--- src/design/prv_consts.svh ---
// Fixed machine-mode constants, included by the CSR file and the trap controller
`ifndef PRV_CONSTS_SVH
`define PRV_CONSTS_SVH

// Trap vector, hardwired since mtvec is read only
`define MTVEC_ADDR 32'h0000_0100

// Software interrupt position, shared by mip.msip and mie.msie
`define MSIP_BIT 3

// Interrupt flag in mcause
`define MCAUSE_INT_BIT 31

// mcpuid base field, 2'b00 selects RV32
`define MCPUID_BASE_RV32 2'b00

// mcpuid extension bits, only I ('I' - 'A' = bit 8)
`define MCPUID_EXT_I 26'h000_0100

// Privilege encoding for machine mode
`define PRV_MODE_M 2'b11

`endif

--- src/design/machine_mode_types_pkg.sv ---
// Types shared by the machine-mode privilege unit, imported by every design file
package machine_mode_types_pkg;

  // Data word of the RV32 core
  typedef logic [31:0] word_t;

  // CSR addresses of the older privileged spec
  typedef enum logic [11:0] {
    // Machine information
    CSR_MCPUID    = 12'hF00,
    CSR_MIMPID    = 12'hF01,
    CSR_MHARTID   = 12'hF10,
    // Trap setup
    CSR_MSTATUS   = 12'h300,
    CSR_MTVEC     = 12'h301,
    CSR_MTDELEG   = 12'h302,
    CSR_MIE       = 12'h304,
    CSR_MTIMECMP  = 12'h321,
    // Trap handling
    CSR_MSCRATCH  = 12'h340,
    CSR_MEPC      = 12'h341,
    CSR_MCAUSE    = 12'h342,
    CSR_MBADADDR  = 12'h343,
    CSR_MIP       = 12'h344,
    // Protection, not implemented and reads zero
    CSR_MBASE     = 12'h380,
    CSR_MBOUND    = 12'h381,
    CSR_MIBASE    = 12'h382,
    CSR_MIBOUND   = 12'h383,
    CSR_MDBASE    = 12'h384,
    CSR_MDBOUND   = 12'h385,
    // Timers, read zero
    CSR_MTIME     = 12'h701,
    CSR_MTIMEH    = 12'h741,
    CSR_HTIMEW    = 12'hB01,
    CSR_HTIMEHW   = 12'hB81,
    // Host link for test harnesses
    CSR_MTOHOST   = 12'h780,
    CSR_MFROMHOST = 12'h781
  } csr_addr_t;

  // Pipeline CSR request
  typedef enum logic [1:0] {
    CSR_NONE = 2'b00,
    CSR_SWAP = 2'b01,
    CSR_SET  = 2'b10,
    CSR_CLR  = 2'b11
  } csr_op_t;

  // Exception codes written to mcause
  typedef enum logic [30:0] {
    CAUSE_FETCH_MISALIGNED = 31'd0,
    CAUSE_ILLEGAL_INSN     = 31'd2,
    CAUSE_BREAKPOINT       = 31'd3,
    CAUSE_LOAD_FAULT       = 31'd5,
    CAUSE_STORE_FAULT      = 31'd7,
    CAUSE_ECALL_M          = 31'd11
  } cause_t;

  // Trap controller states
  typedef enum logic {
    RUN       = 1'b0,
    TRAP_HOLD = 1'b1
  } prv_state_t;

  typedef struct packed {
    logic       sd;
    logic [8:0] zero;
    logic [4:0] vm;
    logic       mprv;
    logic [1:0] xs;
    logic [1:0] fs;
    logic [1:0] prv3;
    logic       ie3;
    logic [1:0] prv2;
    logic       ie2;
    logic [1:0] prv1;
    logic       ie1;
    logic [1:0] prv;
    logic       ie;
  } mstatus_t;

  typedef struct packed {
    logic [23:0] zero_2;
    logic        mtie;
    logic        htie;
    logic        stie;
    logic        zero_1;
    logic        msie;
    logic        hsie;
    logic        ssie;
    logic        zero_0;
  } mie_t;

  typedef struct packed {
    logic [23:0] zero_2;
    logic        mtip;
    logic        htip;
    logic        stip;
    logic        zero_1;
    logic        msip;
    logic        hsip;
    logic        ssip;
    logic        zero_0;
  } mip_t;

  typedef struct packed {
    logic        interrupt;
    logic [30:0] code;
  } mcause_t;

  typedef struct packed {
    logic [1:0]  base;
    logic [3:0]  zero;
    logic [25:0] extensions;
  } mcpuid_t;

endpackage

--- src/design/csr_prv_if.sv ---
// Register values and update requests between the CSR file and the trap controller
`timescale 1ns/1ps

interface csr_prv_if;
  import machine_mode_types_pkg::*;

  // Current register state, driven by the CSR file
  mstatus_t mstatus;
  mie_t     mie;
  mip_t     mip;
  word_t    mepc;
  word_t    mtvec;
  mcause_t  mcause;

  // Update pulses, each takes effect at the next edge
  logic     mstatus_ie_rup;
  logic     mip_msip_rup;
  logic     mepc_rup;
  logic     mcause_rup;
  logic     mbadaddr_rup;

  // Values loaded with the pulses
  logic     mstatus_ie_next;
  logic     mip_msip_next;
  word_t    mepc_next;
  mcause_t  mcause_next;
  word_t    mbadaddr_next;

  modport csr (
    output mstatus, mie, mip, mepc, mtvec, mcause,
    input  mstatus_ie_rup, mip_msip_rup, mepc_rup, mcause_rup, mbadaddr_rup,
    input  mstatus_ie_next, mip_msip_next, mepc_next, mcause_next, mbadaddr_next
  );

  modport prv (
    input  mstatus, mie, mip, mepc, mtvec, mcause,
    output mstatus_ie_rup, mip_msip_rup, mepc_rup, mcause_rup, mbadaddr_rup,
    output mstatus_ie_next, mip_msip_next, mepc_next, mcause_next, mbadaddr_next
  );

endinterface

--- src/design/prv_pipeline_if.sv ---
// CSR access channel between the pipeline side and the machine CSR file
`timescale 1ns/1ps

interface prv_pipeline_if;
  import machine_mode_types_pkg::*;

  // Request from the pipeline
  csr_addr_t addr;
  csr_op_t   op;
  word_t     wdata;

  // Combinational response, same cycle as the request
  word_t     rdata;
  logic      invalid_csr;

  // Pipeline side
  modport pipe (
    output addr,
    output op,
    output wdata,
    input  rdata,
    input  invalid_csr
  );

  // CSR file side
  modport csr (
    input  addr,
    input  op,
    input  wdata,
    output rdata,
    output invalid_csr
  );

endinterface

--- src/design/csr_rfile.sv ---
// Machine-mode CSR storage with read mux and read-modify-write, instantiated in priv_unit
`timescale 1ns/1ps
`include "prv_consts.svh"

module csr_rfile (
  input  logic                          CLK,
  input  logic                          nRST,
  prv_pipeline_if.csr                   pipe,
  csr_prv_if.csr                        prv,
  input  logic                          fromhost_we,
  input  machine_mode_types_pkg::word_t fromhost_data,
  output machine_mode_types_pkg::word_t tohost
);
  import machine_mode_types_pkg::*;

  // Writable state, only the bits that can change
  logic     mstatus_ie;
  logic     mie_msie;
  logic     mip_msip;
  word_t    mscratch;
  word_t    mepc;
  mcause_t  mcause;
  word_t    mbadaddr;
  word_t    mtohost;
  word_t    mfromhost;

  // Full register views
  mcpuid_t  mcpuid;
  mstatus_t mstatus;
  mie_t     mie;
  mip_t     mip;
  word_t    mtvec;

  // Read-modify-write path
  logic     valid_addr;
  logic     wr_en;
  word_t    rup_data;
  mstatus_t rup_status;

  // RV32I, implementation and hart id are zero
  assign mcpuid.base       = `MCPUID_BASE_RV32;
  assign mcpuid.zero       = '0;
  assign mcpuid.extensions = `MCPUID_EXT_I;

  assign mtvec = `MTVEC_ADDR;

  // Machine mode only, no FPU, no translation
  always_comb begin
    mstatus      = '0;
    mstatus.prv  = `PRV_MODE_M;
    mstatus.prv1 = `PRV_MODE_M;
    mstatus.prv2 = `PRV_MODE_M;
    mstatus.prv3 = `PRV_MODE_M;
    mstatus.ie   = mstatus_ie;
  end

  // Only the software interrupt exists, timer bits stay zero
  always_comb begin
    mie      = '0;
    mie.msie = mie_msie;
    mip      = '0;
    mip.msip = mip_msip;
  end

  // Read mux
  always_comb begin
    valid_addr = 1'b1;
    case (pipe.addr)
      CSR_MCPUID    : pipe.rdata = mcpuid;
      CSR_MIMPID    : pipe.rdata = '0;
      CSR_MHARTID   : pipe.rdata = '0;
      CSR_MSTATUS   : pipe.rdata = mstatus;
      CSR_MTVEC     : pipe.rdata = mtvec;
      CSR_MTDELEG   : pipe.rdata = '0;
      CSR_MIE       : pipe.rdata = mie;
      CSR_MSCRATCH  : pipe.rdata = mscratch;
      CSR_MEPC      : pipe.rdata = mepc;
      CSR_MCAUSE    : pipe.rdata = mcause;
      CSR_MBADADDR  : pipe.rdata = mbadaddr;
      CSR_MIP       : pipe.rdata = mip;
      // Timers and protection exist but read zero
      CSR_MTIMECMP,
      CSR_MTIME,
      CSR_MTIMEH,
      CSR_HTIMEW,
      CSR_HTIMEHW,
      CSR_MBASE,
      CSR_MBOUND,
      CSR_MIBASE,
      CSR_MIBOUND,
      CSR_MDBASE,
      CSR_MDBOUND   : pipe.rdata = '0;
      CSR_MTOHOST   : pipe.rdata = mtohost;
      CSR_MFROMHOST : pipe.rdata = mfromhost;
      default : begin
        valid_addr = 1'b0;
        pipe.rdata = '0;
      end
    endcase
  end

  // Flag only a real access, an idle bus never traps
  assign wr_en            = (pipe.op != CSR_NONE);
  assign pipe.invalid_csr = wr_en & ~valid_addr;

  // New value from the old one and wdata
  always_comb begin
    case (pipe.op)
      CSR_SWAP : rup_data = pipe.wdata;
      CSR_SET  : rup_data = pipe.rdata | pipe.wdata;
      CSR_CLR  : rup_data = pipe.rdata & ~pipe.wdata;
      default  : rup_data = pipe.rdata;
    endcase
  end

  assign rup_status = mstatus_t'(rup_data);

  always_ff @(posedge CLK, negedge nRST) begin
    if (!nRST) begin
      mstatus_ie <= 1'b1;
      mie_msie   <= 1'b0;
      mip_msip   <= 1'b0;
      mscratch   <= '0;
      mepc       <= '0;
      mcause     <= '0;
      mbadaddr   <= '0;
      mtohost    <= '0;
      mfromhost  <= '0;
    end else begin
      // Pipeline write beats a trap update
      if (wr_en && pipe.addr == CSR_MSTATUS) begin
        mstatus_ie <= rup_status.ie;
      end else if (prv.mstatus_ie_rup) begin
        mstatus_ie <= prv.mstatus_ie_next;
      end
      if (wr_en && pipe.addr == CSR_MEPC) begin
        mepc <= rup_data;
      end else if (prv.mepc_rup) begin
        mepc <= prv.mepc_next;
      end
      if (wr_en && pipe.addr == CSR_MIE) begin
        mie_msie <= rup_data[`MSIP_BIT];
      end
      if (wr_en && pipe.addr == CSR_MSCRATCH) begin
        mscratch <= rup_data;
      end
      if (wr_en && pipe.addr == CSR_MTOHOST) begin
        mtohost <= rup_data;
      end
      // Trap controller only
      if (prv.mip_msip_rup) begin
        mip_msip <= prv.mip_msip_next;
      end
      if (prv.mcause_rup) begin
        mcause <= prv.mcause_next;
      end
      if (prv.mbadaddr_rup) begin
        mbadaddr <= prv.mbadaddr_next;
      end
      // Host side
      if (fromhost_we) begin
        mfromhost <= fromhost_data;
      end
    end
  end

  // State seen by the trap controller
  assign prv.mstatus = mstatus;
  assign prv.mie     = mie;
  assign prv.mip     = mip;
  assign prv.mepc    = mepc;
  assign prv.mtvec   = mtvec;
  assign prv.mcause  = mcause;

  assign tohost = mtohost;

endmodule

--- src/design/priv_unit.sv ---
// Top of the machine-mode privilege unit, joins the CSR file and trap controller
`timescale 1ns/1ps

module priv_unit (
  input  logic                            CLK,
  input  logic                            nRST,
  // CSR access from the pipeline
  input  logic [11:0]                     csr_addr,
  input  machine_mode_types_pkg::csr_op_t csr_op,
  input  machine_mode_types_pkg::word_t   csr_wdata,
  output machine_mode_types_pkg::word_t   csr_rdata,
  output logic                            invalid_csr,
  // Trap sources
  input  logic                            fetch_misaligned,
  input  logic                            illegal_insn,
  input  logic                            breakpoint,
  input  logic                            ecall,
  input  logic                            load_fault,
  input  logic                            store_fault,
  input  logic                            mret,
  input  logic                            soft_int,
  input  machine_mode_types_pkg::word_t   epc,
  input  machine_mode_types_pkg::word_t   badaddr,
  // Host link
  input  logic                            fromhost_we,
  input  machine_mode_types_pkg::word_t   fromhost_data,
  // Redirect and host output
  output logic                            trap,
  output machine_mode_types_pkg::word_t   trap_pc,
  output machine_mode_types_pkg::word_t   tohost
);
  import machine_mode_types_pkg::*;

  prv_pipeline_if pipe_if ();
  csr_prv_if      prv_if ();

  // Pipeline side of the CSR channel
  assign pipe_if.addr  = csr_addr_t'(csr_addr);
  assign pipe_if.op    = csr_op;
  assign pipe_if.wdata = csr_wdata;
  assign csr_rdata     = pipe_if.rdata;
  assign invalid_csr   = pipe_if.invalid_csr;

  csr_rfile u_csr (
    .CLK           (CLK),
    .nRST          (nRST),
    .pipe          (pipe_if.csr),
    .prv           (prv_if.csr),
    .fromhost_we   (fromhost_we),
    .fromhost_data (fromhost_data),
    .tohost        (tohost)
  );

  // Bad CSR address counts as an illegal instruction
  prv_control u_prv (
    .CLK              (CLK),
    .nRST             (nRST),
    .prv              (prv_if.prv),
    .epc              (epc),
    .badaddr          (badaddr),
    .fetch_misaligned (fetch_misaligned),
    .illegal_insn     (illegal_insn),
    .breakpoint       (breakpoint),
    .ecall            (ecall),
    .load_fault       (load_fault),
    .store_fault      (store_fault),
    .mret             (mret),
    .soft_int         (soft_int),
    .invalid_csr      (pipe_if.invalid_csr),
    .trap             (trap),
    .trap_pc          (trap_pc)
  );

endmodule

--- src/design/prv_control.sv ---
// Trap controller in priv_unit that ranks traps and drives the CSR updates and redirect PC
`timescale 1ns/1ps
`include "prv_consts.svh"

module prv_control (
  input  logic                          CLK,
  input  logic                          nRST,
  csr_prv_if.prv                        prv,
  input  machine_mode_types_pkg::word_t epc,
  input  machine_mode_types_pkg::word_t badaddr,
  input  logic                          fetch_misaligned,
  input  logic                          illegal_insn,
  input  logic                          breakpoint,
  input  logic                          ecall,
  input  logic                          load_fault,
  input  logic                          store_fault,
  input  logic                          mret,
  input  logic                          soft_int,
  input  logic                          invalid_csr,
  output logic                          trap,
  output machine_mode_types_pkg::word_t trap_pc
);
  import machine_mode_types_pkg::*;

  prv_state_t state;
  prv_state_t state_next;

  logic    int_take;
  logic    exc_valid;
  logic    exc_take;
  logic    exc_bad;
  logic    ret_take;
  cause_t  exc_cause;
  mcause_t exc_word;

  // Software interrupt needs global enable, local enable and pending bit
  assign int_take = prv.mstatus.ie & prv.mie.msie & prv.mip.msip;

  // Exception ranking where the first match wins
  always_comb begin
    exc_valid = 1'b1;
    exc_bad   = 1'b0;
    exc_cause = CAUSE_FETCH_MISALIGNED;
    if (fetch_misaligned) begin
      exc_bad = 1'b1;
    end else if (illegal_insn || invalid_csr) begin
      exc_cause = CAUSE_ILLEGAL_INSN;
    end else if (breakpoint) begin
      exc_cause = CAUSE_BREAKPOINT;
    end else if (ecall) begin
      exc_cause = CAUSE_ECALL_M;
    end else if (load_fault) begin
      exc_cause = CAUSE_LOAD_FAULT;
      exc_bad   = 1'b1;
    end else if (store_fault) begin
      exc_cause = CAUSE_STORE_FAULT;
      exc_bad   = 1'b1;
    end else begin
      exc_valid = 1'b0;
    end
  end

  // Exceptions are dropped during hold while the pipeline flushes
  assign exc_take = exc_valid & (state == RUN) & ~int_take;
  assign trap     = int_take | exc_take;
  // A trap in the same cycle supersedes mret
  assign ret_take = mret & ~trap;

  assign trap_pc = ret_take ? prv.mepc : prv.mtvec;

  assign exc_word.interrupt = 1'b0;
  assign exc_word.code      = exc_cause;

  // Trap clears ie and mret sets it
  assign prv.mstatus_ie_rup  = trap | ret_take;
  assign prv.mstatus_ie_next = ~trap;

  // New request keeps msip pending even while one is taken
  assign prv.mip_msip_rup  = soft_int | int_take;
  assign prv.mip_msip_next = soft_int;

  // Interrupt code is zero with only the flag set
  assign prv.mcause_rup  = trap;
  assign prv.mcause_next = int_take ? mcause_t'(32'h1 << `MCAUSE_INT_BIT) : exc_word;

  assign prv.mepc_rup  = trap;
  assign prv.mepc_next = epc;

  // Faulting address only for the three address faults
  assign prv.mbadaddr_rup  = exc_take & exc_bad;
  assign prv.mbadaddr_next = badaddr;

  // One hold cycle after each trap
  assign state_next = trap ? TRAP_HOLD : RUN;

  always_ff @(posedge CLK, negedge nRST) begin
    if (!nRST) begin
      state <= RUN;
    end else begin
      state <= state_next;
    end
  end

endmodule

--- config.mk ---
export PLATFORM = sky130hd
export DESIGN_NAME = priv_unit
export DESIGN_NICKNAME = d
export VERILOG_FILES = /design/src/design/machine_mode_types_pkg.sv /design/src/design/csr_prv_if.sv /design/src/design/prv_pipeline_if.sv /design/src/design/csr_rfile.sv /design/src/design/priv_unit.sv /design/src/design/prv_control.sv
export VERILOG_INCLUDE_DIRS = /design/src /design/src/design
export SDC_FILE = /design/constraint.sdc
export NUM_CORES = 1
export LEC_CHECK = 0
export BUFFER_PORTS_ARGS = -buffer_cell sky130_fd_sc_hd__buf_2
export CAP_MARGIN = 20
export CORE_UTILIZATION = 40
export CTS_CLUSTER_DIAMETER = 200
export CTS_CLUSTER_SIZE = 8
export DETAILED_ROUTE_END_ITERATION = 8
export SKIP_CTS_REPAIR_TIMING = 1
export SYNTH_ARGS = -nofsm -noshare
export SYNTH_HDL_FRONTEND = slang
export SYNTH_HIERARCHICAL = 1
export SYNTH_SLANG_ARGS = --single-unit
--- constraint.sdc ---
create_clock -name CLK -period 12.7 [get_ports CLK]
set_input_delay 2.54 -clock CLK [delete_from_list [all_inputs] [get_ports CLK]]
set_output_delay 2.54 -clock CLK [all_outputs]
set_load 0.02 [all_outputs]
==> metrics.txt <==
wire per inst=22.9 um; worst-skew pair later-pin latency=450 ps; Crit. End Element=output port; Final Total Pwr=1.60 mW; met3 wire length=3380 um; WP data arrival=6620 ps; largest net degree at the start of global routing=120; GRT Residual Overflow=0; R2R Path Start=u_csr/mip_msip; worst clock skew=10.9 ps; kind of critical path=in2out; Slew Limit Headroom=0.258; reg-to-reg endpoint=u_csr/mbadaddr[16]; Clock Sinks=196; H-tree levels=4; Netlist Area Pre-Place=12900 sq um; flop-to-flop setup slack=8740 ps; RSZ-0062 raised after global routing=no; peak supply drop=68.8 uV; initial antenna violation count=6; M1 WL=18700 um; Syn Area/Cell=9.84 sq um; nets=1570; Initial DRC Count=1011; maxcap violations=0; share of layout cells above drive strength 1=0.324; worst slew pin tran=1110 ps; pwr dens=112 nW/um^2; Area Growth Syn to Fin=10.9%; drt pass-1 iters=5; final wirelength=42000 um; root buf cell=clkbuf_16; std cell rows=65; f_max=109 MHz; Hold Crit Depth=2; GP Congestion=0.909; Port-buffer cells=250; YS warnings=6; CTS tree=yes; first-pass GRT wire length=64500 um; gr usage total=0.258; vias in the first global route=10400; Die X=182 um; Period Utilization, post-route=0.722; final hold slack=501 ps; Hold WC Path Type=reg2reg; status=completed; cells after synthesis=1312; Leakage=6.36 nW; die footprint=33000 sq um; Final Setup Violations=0; worst reg-to-reg path cell count=5; fin. max-slew vios=0; Core Area=31600 sq um; Highest Signal Layer=met5; Final Hold Viols=0; DP HPWL=29100 um; Hold Startpoint=u_csr/mscratch[5]; I/O Pins=251; Layout Cells excl Fill=1835; Sum Neg Setup Slack=0 ps; Die H=182 um; met2 wire length=18700 um; clk buf depth=2; clk slew on worst S/H paths=70 ps; Num CTS Buffers=17; Hold Crit Endpoint=u_csr/mscratch[5]; minimum clock period=9160 ps; vias=10900; Via density=5.93; CP max FO=47; DRC errors left=0; dpl cells=1797; CP Launch Type=primary input; Final ANT Viol Nets=0; Initial Util=0.408; critical path required time=10160 ps
## power by group
group	internal, mW	switching, mW	total [mW]
Combinational	0.132	0.156	0.289
Sequential	0.683	0.0637	0.747
Clock	0.302	0.262	0.564
Total	1.12	0.482	1.60
## through the flow
stage	util	worst slack [ps]	area [sq um]
5_1_grt	0.452	3270	14300
2_1_floorplan	-	4440	13100
4_1_cts	0.450	3500	14200
3_5_place_dp	0.431	3480	13600
6_report	0.452	3540	14300
3_3_place_gp	0.431	3590	13600
## layout by cell type (no fill, tap or decap), drive strengths merged, types with 23 or more instances in the layout
cell type / count
dfrtp: 195
o311ai: 44
o2bb2ai: 23
nand2: 69
a22oi: 39
buf: 273
mux2i: 46
conb: 59
a311oi: 32
a21oi: 78
inv: 46
or4: 35
mux4: 29
and4: 32
nor2: 95
nor2b: 37
mux2: 101
## layout make-up
type | count | area [sq um]
Multi-Input combinational cell | 889 | 6650
Antenna cell | 3 | 7.51
Fill cell | 3020 | 17300
Inverter | 39 | 146
Clock buffer | 18 | 439
Clock inverter | 14 | 164
Tap cell | 402 | 503
Sequential cell | 196 | 4910
Timing Repair Buffer | 274 | 1500
## critical path, cell delays in order
cell	delay [ps]
buf_4	240
buf_4	740
nor4b_2	370
buf_4	350
nand3b_1	130
a2111oi_2	320
nor3_1	110
o21a_1	170
or4_4	700
or4_1	580
o311ai_1	100
buf_2	220
## state kept, by name, summed over array words and instances (netlist names)
signal            flops
u_csr/tohost         32
u_csr/prv.mepc       32
u_csr/mie_msie        1
u_csr/mfromhost      32
u_csr/mstatus_ie      1
u_csr/mbadaddr       32
u_prv/state           1
u_csr/mip_msip        1
u_csr/prv.mcause     32
u_csr/mscratch       32
## how the worst max path moves through the flow
stage	from	endpoint	cells past startpoint
after floorplan	csr_addr[0]	trap	12
after global placement	csr_addr[0]	trap_pc[27]	12
after detailed placement	csr_addr[0]	trap_pc[3]	12
after CTS	csr_addr[0]	trap_pc[27]	12
after global routing	csr_addr[0]	trap_pc[0]	12
final	csr_addr[0]	trap_pc[27]	12
## per-layer routing
metal  up-vias  track usage
li1       4924            -
met1      5374        0.369
met2       510        0.383
met3        71       0.0533
met4         8       0.0929
met5         -            0
No activity file was read; power rests on OpenSTA's default activity.
